$ cat src/hdl/corePkg.sv
package corePkg;

	typedef logic [31:0] word;
	typedef logic [4:0] regIdx;
	typedef logic [31:0] instr;
	typedef logic [1:0] fwdSel;
	typedef logic [2:0] aluOp;

	localparam fwdSel fwdNone = 2'd0;
	localparam fwdSel fwdEx = 2'd1;
	localparam fwdSel fwdMem = 2'd2;
	localparam fwdSel fwdWb = 2'd3;

	localparam aluOp aluAdd = 3'd0;
	localparam aluOp aluSub = 3'd1;
	localparam aluOp aluAnd = 3'd2;
	localparam aluOp aluOr = 3'd3;
	localparam aluOp aluSlt = 3'd4;
	localparam aluOp aluAddImm = 3'd5; // Base plus sign-extended immediate

	localparam logic [5:0] opSpecial = 6'h00;
	localparam logic [5:0] opBeq = 6'h04;
	localparam logic [5:0] opBne = 6'h05;
	localparam logic [5:0] opAddiu = 6'h09;
	localparam logic [5:0] opLw = 6'h23;
	localparam logic [5:0] opSw = 6'h2b;

	localparam logic [5:0] fnAddu = 6'h21;
	localparam logic [5:0] fnSubu = 6'h23;
	localparam logic [5:0] fnAnd = 6'h24;
	localparam logic [5:0] fnOr = 6'h25;
	localparam logic [5:0] fnSlt = 6'h2a;

endpackage
$ cat src/hdl/pipeCore.sv
`timescale 1ns/100ps

module pipeCore #(
	parameter corePkg::word resetPc = 32'h0
) (
	input logic clk,
	input logic rstN,
	input corePkg::instr imemData,
	input corePkg::word wbDatR,
	input logic wbAck,
	output corePkg::word imemAddr,
	output logic wbCyc,
	output logic wbStb,
	output logic wbWe,
	output corePkg::word wbAdr,
	output corePkg::word wbDatW,
	output logic [3:0] wbSel,
	output logic retireValid,
	output corePkg::word retirePc,
	output corePkg::regIdx retireRd,
	output corePkg::word retireData
);

	corePkg::regIdx idRs;
	corePkg::regIdx idRt;
	corePkg::regIdx idRd;
	corePkg::regIdx exRd;
	corePkg::regIdx memRd;
	corePkg::regIdx wbRd;
	corePkg::word idPc;
	corePkg::word idOpA;
	corePkg::word idOpB;
	corePkg::word idImm;
	corePkg::word exPc;
	corePkg::word exResult;
	corePkg::word exStoreData;
	corePkg::word memFwdData;
	corePkg::word wbData;
	corePkg::aluOp idAluOp;
	corePkg::fwdSel fwdA;
	corePkg::fwdSel fwdB;
	logic idBranch;
	logic idValid;
	logic idRegWr;
	logic idMemRd;
	logic idMemWr;
	logic exValid;
	logic exRegWr;
	logic exMemRd;
	logic exMemWr;
	logic memRegWr;
	logic memMemRd;
	logic memBusy;
	logic wbRegWr;
	logic pcWr;
	logic ifIdWr;
	logic idExBubble;
	logic pipeHold;

	fetchDecode #(
		.resetPc(resetPc)
	) fetchDecode0 (
		.clk(clk),
		.rstN(rstN),
		.imemData(imemData),
		.pcWr(pcWr),
		.ifIdWr(ifIdWr),
		.fwdA(fwdA),
		.fwdB(fwdB),
		.exResult(exResult),
		.memFwdData(memFwdData),
		.wbData(wbData),
		.wbWe(wbRegWr), // Register file write enable
		.wbRd(wbRd),
		.imemAddr(imemAddr),
		.idRs(idRs),
		.idRt(idRt),
		.idBranch(idBranch),
		.idValid(idValid),
		.idPc(idPc),
		.idOpA(idOpA),
		.idOpB(idOpB),
		.idImm(idImm),
		.idRd(idRd),
		.idAluOp(idAluOp),
		.idRegWr(idRegWr),
		.idMemRd(idMemRd),
		.idMemWr(idMemWr)
	);

	hazardUnit hazardUnit0 (
		.idRs(idRs),
		.idRt(idRt),
		.idBranch(idBranch),
		.exRd(exRd),
		.exRegWr(exRegWr),
		.exMemRd(exMemRd),
		.memRd(memRd),
		.memRegWr(memRegWr),
		.memMemRd(memMemRd),
		.wbRd(wbRd),
		.wbRegWr(wbRegWr),
		.memBusy(memBusy),
		.fwdA(fwdA),
		.fwdB(fwdB),
		.pcWr(pcWr),
		.ifIdWr(ifIdWr),
		.idExBubble(idExBubble),
		.pipeHold(pipeHold)
	);

	executeUnit executeUnit0 (
		.clk(clk),
		.rstN(rstN),
		.pipeHold(pipeHold),
		.idExBubble(idExBubble),
		.idValid(idValid),
		.idPc(idPc),
		.idOpA(idOpA),
		.idOpB(idOpB),
		.idImm(idImm),
		.idRd(idRd),
		.idAluOp(idAluOp),
		.idRegWr(idRegWr),
		.idMemRd(idMemRd),
		.idMemWr(idMemWr),
		.exValid(exValid),
		.exPc(exPc),
		.exRd(exRd),
		.exRegWr(exRegWr),
		.exMemRd(exMemRd),
		.exMemWr(exMemWr),
		.exResult(exResult),
		.exStoreData(exStoreData)
	);

	memResult memResult0 (
		.clk(clk),
		.rstN(rstN),
		.pipeHold(pipeHold),
		.exValid(exValid),
		.exPc(exPc),
		.exRd(exRd),
		.exRegWr(exRegWr),
		.exMemRd(exMemRd),
		.exMemWr(exMemWr),
		.exResult(exResult),
		.exStoreData(exStoreData),
		.wbDatR(wbDatR),
		.wbAck(wbAck),
		.wbCyc(wbCyc),
		.wbStb(wbStb),
		.wbWe(wbWe),
		.wbAdr(wbAdr),
		.wbDatW(wbDatW),
		.wbSel(wbSel),
		.memBusy(memBusy),
		.memRd(memRd),
		.memRegWr(memRegWr),
		.memMemRd(memMemRd),
		.memFwdData(memFwdData),
		.wbRd(wbRd),
		.wbRegWr(wbRegWr),
		.wbData(wbData),
		.retireValid(retireValid),
		.retirePc(retirePc),
		.retireRd(retireRd),
		.retireData(retireData)
	);

endmodule

$ cat src/hdl/memResult.sv
`timescale 1ns/100ps

module memResult (
	input logic clk,
	input logic rstN,
	input logic pipeHold,
	input logic exValid,
	input corePkg::word exPc,
	input corePkg::regIdx exRd,
	input logic exRegWr,
	input logic exMemRd,
	input logic exMemWr,
	input corePkg::word exResult,
	input corePkg::word exStoreData,
	input corePkg::word wbDatR,
	input logic wbAck,
	output logic wbCyc,
	output logic wbStb,
	output logic wbWe,
	output corePkg::word wbAdr,
	output corePkg::word wbDatW,
	output logic [3:0] wbSel,
	output logic memBusy,
	output corePkg::regIdx memRd,
	output logic memRegWr,
	output logic memMemRd,
	output corePkg::word memFwdData,
	output corePkg::regIdx wbRd,
	output logic wbRegWr,
	output corePkg::word wbData,
	output logic retireValid,
	output corePkg::word retirePc,
	output corePkg::regIdx retireRd,
	output corePkg::word retireData
);

	typedef enum logic {
		idle,
		access
	} busState;

	busState state;
	busState stateNext;
	logic memValid;
	logic memMemWr;
	logic memReq;
	corePkg::word memPc;
	corePkg::word memAluOut;
	corePkg::word memStoreData;
	corePkg::word wbPc;

	always_ff @(posedge clk) begin
		if (!rstN) begin
			memValid <= 1'b0;
			memRegWr <= 1'b0;
			memMemRd <= 1'b0;
			memMemWr <= 1'b0;
		end else if (!pipeHold) begin
			memValid <= exValid;
			memRegWr <= exRegWr;
			memMemRd <= exMemRd;
			memMemWr <= exMemWr;
			memPc <= exPc;
			memRd <= exRd;
			memAluOut <= exResult;
			memStoreData <= exStoreData;
		end
	end

	assign memReq = memValid & (memMemRd | memMemWr);

	// Idle one cycle between accesses so cyc drops after every ack
	always_comb begin
		stateNext = state;
		memBusy = 1'b0;
		case (state)
			idle: begin
				memBusy = memReq;
				if (memReq)
					stateNext = access;
			end
			access: begin
				memBusy = !wbAck;
				if (wbAck)
					stateNext = idle;
			end
			default: stateNext = idle;
		endcase
	end

	always_ff @(posedge clk) begin
		if (!rstN)
			state <= idle;
		else
			state <= stateNext;
	end

	assign wbCyc = (state == access);
	assign wbStb = (state == access);
	assign wbWe = memMemWr;
	assign wbAdr = memAluOut; // Held with the frozen EX/MEM register
	assign wbDatW = memStoreData;
	assign wbSel = 4'hf;

	// Read data is valid in the ack cycle, when the pipe moves
	assign memFwdData = memMemRd ? wbDatR : memAluOut;

	always_ff @(posedge clk) begin
		if (!rstN) begin
			wbRegWr <= 1'b0;
			retireValid <= 1'b0;
		end else begin
			retireValid <= !pipeHold && memValid; // One pulse per instruction
			if (!pipeHold)
				wbRegWr <= memRegWr;
		end
	end

	always_ff @(posedge clk) begin
		if (!pipeHold) begin
			wbPc <= memPc;
			wbRd <= memRd;
			wbData <= memFwdData;
		end
	end

	assign retirePc = wbPc;
	assign retireRd = wbRegWr ? wbRd : 5'd0;
	assign retireData = wbData;

endmodule

$ cat src/hdl/executeUnit.sv
`timescale 1ns/100ps

module executeUnit (
	input logic clk,
	input logic rstN,
	input logic pipeHold,
	input logic idExBubble,
	input logic idValid,
	input corePkg::word idPc,
	input corePkg::word idOpA,
	input corePkg::word idOpB,
	input corePkg::word idImm,
	input corePkg::regIdx idRd,
	input corePkg::aluOp idAluOp,
	input logic idRegWr,
	input logic idMemRd,
	input logic idMemWr,
	output logic exValid,
	output corePkg::word exPc,
	output corePkg::regIdx exRd,
	output logic exRegWr,
	output logic exMemRd,
	output logic exMemWr,
	output corePkg::word exResult,
	output corePkg::word exStoreData
);

	corePkg::word opA;
	corePkg::word imm;
	corePkg::aluOp aluSel;

	always_ff @(posedge clk) begin
		if (!rstN) begin
			exValid <= 1'b0;
			exRegWr <= 1'b0;
			exMemRd <= 1'b0;
			exMemWr <= 1'b0;
		end else if (!pipeHold) begin
			exValid <= idValid & !idExBubble;
			exRegWr <= idRegWr & !idExBubble;
			exMemRd <= idMemRd & !idExBubble;
			exMemWr <= idMemWr & !idExBubble;
			exPc <= idPc;
			exRd <= idRd;
			opA <= idOpA;
			exStoreData <= idOpB; // Also the second ALU operand
			imm <= idImm;
			aluSel <= idAluOp;
		end
	end

	always_comb begin
		case (aluSel)
			corePkg::aluSub: exResult = opA - exStoreData;
			corePkg::aluAnd: exResult = opA & exStoreData;
			corePkg::aluOr: exResult = opA | exStoreData;
			corePkg::aluSlt: exResult = {31'd0, $signed(opA) < $signed(exStoreData)};
			corePkg::aluAddImm: exResult = opA + imm; // Also load/store address
			default: exResult = opA + exStoreData;
		endcase
	end

endmodule

$ cat src/hdl/fetchDecode.sv
`timescale 1ns/100ps

module fetchDecode #(
	parameter corePkg::word resetPc = 32'h0
) (
	input logic clk,
	input logic rstN,
	input corePkg::instr imemData,
	input logic pcWr,
	input logic ifIdWr,
	input corePkg::fwdSel fwdA,
	input corePkg::fwdSel fwdB,
	input corePkg::word exResult,
	input corePkg::word memFwdData,
	input corePkg::word wbData,
	input logic wbWe,
	input corePkg::regIdx wbRd,
	output corePkg::word imemAddr,
	output corePkg::regIdx idRs,
	output corePkg::regIdx idRt,
	output logic idBranch,
	output logic idValid,
	output corePkg::word idPc,
	output corePkg::word idOpA,
	output corePkg::word idOpB,
	output corePkg::word idImm,
	output corePkg::regIdx idRd,
	output corePkg::aluOp idAluOp,
	output logic idRegWr,
	output logic idMemRd,
	output logic idMemWr
);

	corePkg::word pc;
	corePkg::word ifPc;
	corePkg::instr ifInstr;
	logic ifValid;
	corePkg::word rfA;
	corePkg::word rfB;
	corePkg::word branchTarget;
	logic regWr;
	logic memRd;
	logic memWr;
	logic isBranch;
	logic isBne;
	logic branchTaken;

	function automatic corePkg::word pickOperand(input corePkg::fwdSel sel,
			input corePkg::word regVal);
		case (sel)
			corePkg::fwdEx: return exResult;
			corePkg::fwdMem: return memFwdData;
			corePkg::fwdWb: return wbData;
			default: return regVal;
		endcase
	endfunction

	regFile rf (
		.clk(clk),
		.rA(idRs),
		.rB(idRt),
		.wAddr(wbRd),
		.wEn(wbWe),
		.wData(wbData),
		.rdA(rfA),
		.rdB(rfB)
	);

	always_ff @(posedge clk) begin
		if (!rstN) begin
			pc <= resetPc;
			ifValid <= 1'b0;
		end else begin
			if (pcWr)
				pc <= branchTaken ? branchTarget : pc + 32'd4;
			if (ifIdWr) begin
				ifValid <= !branchTaken; // Squash the slot behind a taken branch
				ifInstr <= imemData;
				ifPc <= pc;
			end
		end
	end

	always_comb begin
		idAluOp = corePkg::aluAdd;
		regWr = 1'b0;
		memRd = 1'b0;
		memWr = 1'b0;
		isBranch = 1'b0;
		isBne = 1'b0;
		case (ifInstr[31:26])
			corePkg::opSpecial: begin
				regWr = 1'b1;
				case (ifInstr[5:0])
					corePkg::fnAddu: idAluOp = corePkg::aluAdd;
					corePkg::fnSubu: idAluOp = corePkg::aluSub;
					corePkg::fnAnd: idAluOp = corePkg::aluAnd;
					corePkg::fnOr: idAluOp = corePkg::aluOr;
					corePkg::fnSlt: idAluOp = corePkg::aluSlt;
					default: regWr = 1'b0;
				endcase
			end
			corePkg::opAddiu: begin
				idAluOp = corePkg::aluAddImm;
				regWr = 1'b1;
			end
			corePkg::opLw: begin
				idAluOp = corePkg::aluAddImm;
				regWr = 1'b1;
				memRd = 1'b1;
			end
			corePkg::opSw: begin
				idAluOp = corePkg::aluAddImm;
				memWr = 1'b1;
			end
			corePkg::opBeq: isBranch = 1'b1;
			corePkg::opBne: begin
				isBranch = 1'b1;
				isBne = 1'b1;
			end
			default: ;
		endcase
	end

	assign imemAddr = pc;
	assign idValid = ifValid;
	assign idPc = ifPc;
	assign idRs = ifInstr[25:21];
	assign idRt = ifInstr[20:16];
	assign idRd = (ifInstr[31:26] == corePkg::opSpecial) ? ifInstr[15:11] : ifInstr[20:16];
	assign idImm = {{16{ifInstr[15]}}, ifInstr[15:0]};
	assign idRegWr = ifValid & regWr;
	assign idMemRd = ifValid & memRd;
	assign idMemWr = ifValid & memWr;
	assign idBranch = ifValid & isBranch;

	always_comb begin
		idOpA = pickOperand(fwdA, rfA);
		idOpB = pickOperand(fwdB, rfB);
	end

	// Branch resolves in ID on forwarded operands
	assign branchTarget = ifPc + 32'd4 + {idImm[29:0], 2'b00};
	assign branchTaken = idBranch & ((idOpA == idOpB) ^ isBne);

endmodule

$ cat src/hdl/hazardUnit.sv
`timescale 1ns/100ps

module hazardUnit (
	input corePkg::regIdx idRs,
	input corePkg::regIdx idRt,
	input logic idBranch,
	input corePkg::regIdx exRd,
	input logic exRegWr,
	input logic exMemRd,
	input corePkg::regIdx memRd,
	input logic memRegWr,
	input logic memMemRd,
	input corePkg::regIdx wbRd,
	input logic wbRegWr,
	input logic memBusy,
	output corePkg::fwdSel fwdA,
	output corePkg::fwdSel fwdB,
	output logic pcWr,
	output logic ifIdWr,
	output logic idExBubble,
	output logic pipeHold
);

	logic exLoadHit;
	logic memLoadHit;
	logic loadStall;

	// Nearest producer wins
	function automatic corePkg::fwdSel pickFwd(input corePkg::regIdx src);
		if (src == 5'd0)
			return corePkg::fwdNone;
		else if (exRegWr && exRd == src)
			return corePkg::fwdEx;
		else if (memRegWr && memRd == src)
			return corePkg::fwdMem;
		else if (wbRegWr && wbRd == src)
			return corePkg::fwdWb;
		else
			return corePkg::fwdNone;
	endfunction

	always_comb begin
		fwdA = pickFwd(idRs);
		fwdB = pickFwd(idRt);
	end

	// Load data is not there yet for the ID operand
	assign exLoadHit = exMemRd && exRd != 5'd0 && (exRd == idRs || exRd == idRt);

	// Branch compare cannot wait on the bus read path
	assign memLoadHit = idBranch && memMemRd && memRd != 5'd0
		&& (memRd == idRs || memRd == idRt);

	assign loadStall = exLoadHit | memLoadHit;

	assign pipeHold = memBusy;

	always_comb begin
		if (memBusy) begin
			pcWr = 1'b0;
			ifIdWr = 1'b0;
			idExBubble = 1'b0; // Freeze wins over bubble
		end else if (loadStall) begin
			pcWr = 1'b0;
			ifIdWr = 1'b0;
			idExBubble = 1'b1;
		end else begin
			pcWr = 1'b1;
			ifIdWr = 1'b1;
			idExBubble = 1'b0;
		end
	end

endmodule

$ cat src/hdl/regFile.sv
`timescale 1ns/100ps

module regFile (
	input logic clk,
	input corePkg::regIdx rA,
	input corePkg::regIdx rB,
	input corePkg::regIdx wAddr,
	input logic wEn,
	input corePkg::word wData,
	output corePkg::word rdA,
	output corePkg::word rdB
);

	corePkg::word regs [32];

	// Same-cycle write shows up on the read side
	function automatic corePkg::word readPort(input corePkg::regIdx idx);
		if (idx == 5'd0)
			return '0;
		else if (wEn && wAddr == idx)
			return wData;
		else
			return regs[idx];
	endfunction

	always_ff @(posedge clk) begin
		if (wEn && wAddr != 5'd0)
			regs[wAddr] <= wData;
	end

	always_comb begin
		rdA = readPort(rA);
		rdB = readPort(rB);
	end

endmodule

$ cat config.mk
export PLATFORM = sky130hd
export DESIGN_NAME = pipeCore
export DESIGN_NICKNAME = d
export VERILOG_FILES = /design/src/hdl/corePkg.sv /design/src/hdl/pipeCore.sv /design/src/hdl/memResult.sv /design/src/hdl/executeUnit.sv /design/src/hdl/fetchDecode.sv /design/src/hdl/hazardUnit.sv /design/src/hdl/regFile.sv
export SDC_FILE = /design/constraint.sdc
export NUM_CORES = 2
export LEC_CHECK = 0
export BUFFER_PORTS_ARGS = -buffer_cell sky130_fd_sc_hd__buf_4
export CAP_MARGIN = 20
export CORE_MARGIN = 2
export CORE_UTILIZATION = 35
export DETAILED_ROUTE_END_ITERATION = 8
export PLACE_DENSITY = 0.49
export SETUP_SLACK_MARGIN = 0.15
export SLEW_MARGIN = 30
export SYNTH_ARGS = -nofsm -noshare
export SYNTH_HDL_FRONTEND = slang
export SYNTH_SLANG_ARGS = --single-unit
export TNS_END_PERCENT = 50
$ cat constraint.sdc
create_clock -name clk -period 25.3 [get_ports clk]
set_clock_uncertainty 0.05 [all_clocks]
set_input_delay 5.06 -clock clk [delete_from_list [all_inputs] [get_ports clk]]
set_output_delay 5.06 -clock clk [all_outputs]
set_load 0.005 [all_outputs]
==> out/metrics.yaml <==
status:
  status: "finished clean"
layout:
  register_area_sq_um: 42500
  multi_input_area_sq_um: 28200
  syn_to_final_growth_pct: 14.9
  nets: 5314
  drive_above_1_share: 0.251
  fillers: 18900
worst_setup_path:
  critical-path-max-stage-delay_ns: 0.74
  cp_cell_sequence: "buf_4 > mux2i_1 > nand3_1 > o31a_1 > o211ai_1 > nor3_1 > a21oi_1 > mux2i_1 > a21oi_1 > nand4_1 > a2111o_1 > nor4_1 > nand4_1 > a21boi_2 > buf_4 > mux2i_1"
  r2r_slack_ns: 17.39
  required_ns: 25.98
  cpMaxStageDelayCell: "nor4_1"
  path_buf_inv: 2
  cpMostUsedCell: "mux2i_1"
  path_max_fanout: 13
  startpoint_type: "primary input"
  crit_family: "compound AO/OA/AOI/OAI gates"
  worstSetupPathType: "in2reg"
  worstSetupEndpointType: "flop"
  arrival_ns: 9.54
power_and_ir_drop:
  vdd_ir_drop_max_v: 0.0000632
  finalPower_mw: 6.34
  p_leak_nw: 28.9
  powerDensity_nw_per_um2: 76.1
detailed_routing:
  wl_um: 271000
  num_vias: 47400
  firstDrtPassIters: 6
  wire_per_inst_um: 34.3
  drt_iter0_drc: 6136
  drc: 0
  ant_nets: 0
  viasPerCell: 6.00
cts:
  numCtsBuffers: 165
  cts_resized: 0
  cts_num_sinks: 1432
  path_clk_slew_ns: 0.06
  cts_setup_buffers: 0
  cts_max_level: 4
  hold_buffers: 0
  clkLatencyLatePin_ns: 0.83
  cts-root-buf: "clkbuf_16"
  cts_tree: "done"
  clock_path_buffers: 3
die:
  die-area_sq_um: 211000
  core_region_area_sq_um: 206000
  io_pins: 240
  die_w_um: 459
  rows: 167
  fp.dieH_um: 459
  start_util: 0.351
hold_path:
  worstHoldPathType: "reg2reg"
grt:
  grt_max_degree: 86
  grt_pass1_vias: 46400
  overflow: 0
  grt_usage: 0.253
  antenna_found_initial: 21
  grt_pass1_wl_um: 374000
yosys:
  syn_area_per_cell_sq_um: 15.3
  ys.flop_type: "edfxtp_1"
  seq_area_frac_synth: 0.586
  synth_edf_count: 1378
  ys_seq_elements: 1432
  synthCells: 4729
  netlist_area_sq_um: 72400
  synth_cell_types: 103
  yosys_warnings: 0
  async_flop_share: 0
timing:
  timing.final.crit_share: 0.350
  fmax_mhz: 113
  worstMarginPinSlew_ns: 1.11
  hold_viol_final: 0
  rsz0062_at_grt: "false"
  slew_violations: 0
  whs_ns: 0.356
  setup_violations: 0
  fin_crit_ns: 8.86
  tns_ns: 0
  slew_headroom: 0.257
  setup_ws_ns: 16.44
placement:
  dp_slack_ns: 15.65
  dpl.hpwl_um: 178000
  gp_congestion: 0.915
  portBuffers: 235
job:
  max_cap_violations: 0
## synth_stat cells (27+ instances only)
master    instances  area [sq um]
mux2_2           68           766
a21o_1           30           225
nand2b_1         39           244
edfxtp_1       1378         41400
nand4_1          36           225
clkbuf_1        116           435
a31oi_1          27           169
xor2_1           56           490
inv_1           141           529
a22oi_1          83           623
buf_2            71           355
o22ai_1          41           257
mux4_2          469         10600
nand3_1          89           445
a211oi_1         37           278
a21oi_1         170           851
ha_1            186          2330
o21ai_0         153           766
nand2_1         315          1180
nor3_1           67           335
xnor2_1          81           709
mux2i_1         219          2190
buf_4            28           210
dfxtp_1          54          1080
a221oi_1         40           350
nor2_1          214           803
nor2b_1          37           231
## power breakdown
| part | total, mW | switching (mW) | leakage (nW) | internal, mW |
|---|---|---|---|---|
| registers | 2.85 | 0.0880 | 13.3 | 2.76 |
| clock network | 2.37 | 1.01 | 2.60 | 1.35 |
| logic | 1.12 | 0.727 | 13.1 | 0.398 |
| total | 6.34 | 1.83 | 28.9 | 4.51 |
## layout make-up
| type | count | area share |
|---|---|---|
| Antenna cell | 5 | 0.000150 |
| Clock buffer | 206 | 0.0528 |
| Clock inverter | 98 | 0.0109 |
| Inverter | 142 | 0.00643 |
| Multi-Input combinational cell | 2903 | 0.339 |
| Sequential cell | 1432 | 0.510 |
| Tap cell | 2704 | 0.0406 |
| Timing Repair Buffer | 414 | 0.0401 |
## through the flow
stage          utilization  cells  cell area (sq um)
4_1_cts              0.403   7898              83200
3_3_place_gp         0.376   7583              77700
6_report             0.403   7904              83300
2_1_floorplan            -   4763              72600
5_1_grt              0.403   7900              83300
3_5_place_dp         0.377   7594              77900
## routing by layer
layer | wire (um) | global-route usage
met5 | 39 | 0
met1 | 111000 | 0.343
met2 | 127000 | 0.405
met4 | 10800 | 0.0920
met3 | 22200 | 0.0478
## worst paths after layout
check,start,endpoint,cells after the start
worst max register to register,flop,fetchDecode0.imemAddr[20],16
worst min register to register,executeUnit0.exPc[5],memResult0.memPc[5],0
worst min-delay path,executeUnit0.exPc[5],memResult0.memPc[5],0
worst max-delay path,wbDatR[17],fetchDecode0.imemAddr[20],16
## placed cells by master (no fill, tap or decap), drive strengths merged, types with 90 or more instances in the layout
cell / netlist / layout
nand3: 90 / 90
inv: 142 / 149
buf: 165 / 414
nor2: 214 / 214
o21ai: 160 / 160
mux4: 489 / 489
edfxtp: 1378 / 1378
ha: 186 / 186
clkbuf: 116 / 206
nand2: 316 / 316
a21oi: 171 / 171
mux2i: 219 / 219
## registers in the layout (all words and copies together), names as in the netlist, 16 cells and up, named ones only
name,flops
fetchDecode0.ifInstr,32
memResult0.retireData,32
fetchDecode0.imemAddr,32
memResult0.retirePc,32
fetchDecode0.idPc,32
executeUnit0.opA,32
fetchDecode0.rf.regs,1024
memResult0.wbAdr,32
memResult0.memPc,32
memResult0.wbDatW,32
executeUnit0.exPc,32
executeUnit0.exStoreData,32
executeUnit0.imm,16
## cells by family after synthesis
kind of cell / after synthesis / share of synthesized area
other cells: 2 / 0.000104
mux: 776 / 0.194
buf+inv: 428 / 0.0311
xor+xnor: 137 / 0.0166
simple gates: 963 / 0.0642
flops: 1432 / 0.586
compound gates: 802 / 0.0751
fa+ha+maj: 189 / 0.0330
Power figures use the tool's default switching activity.
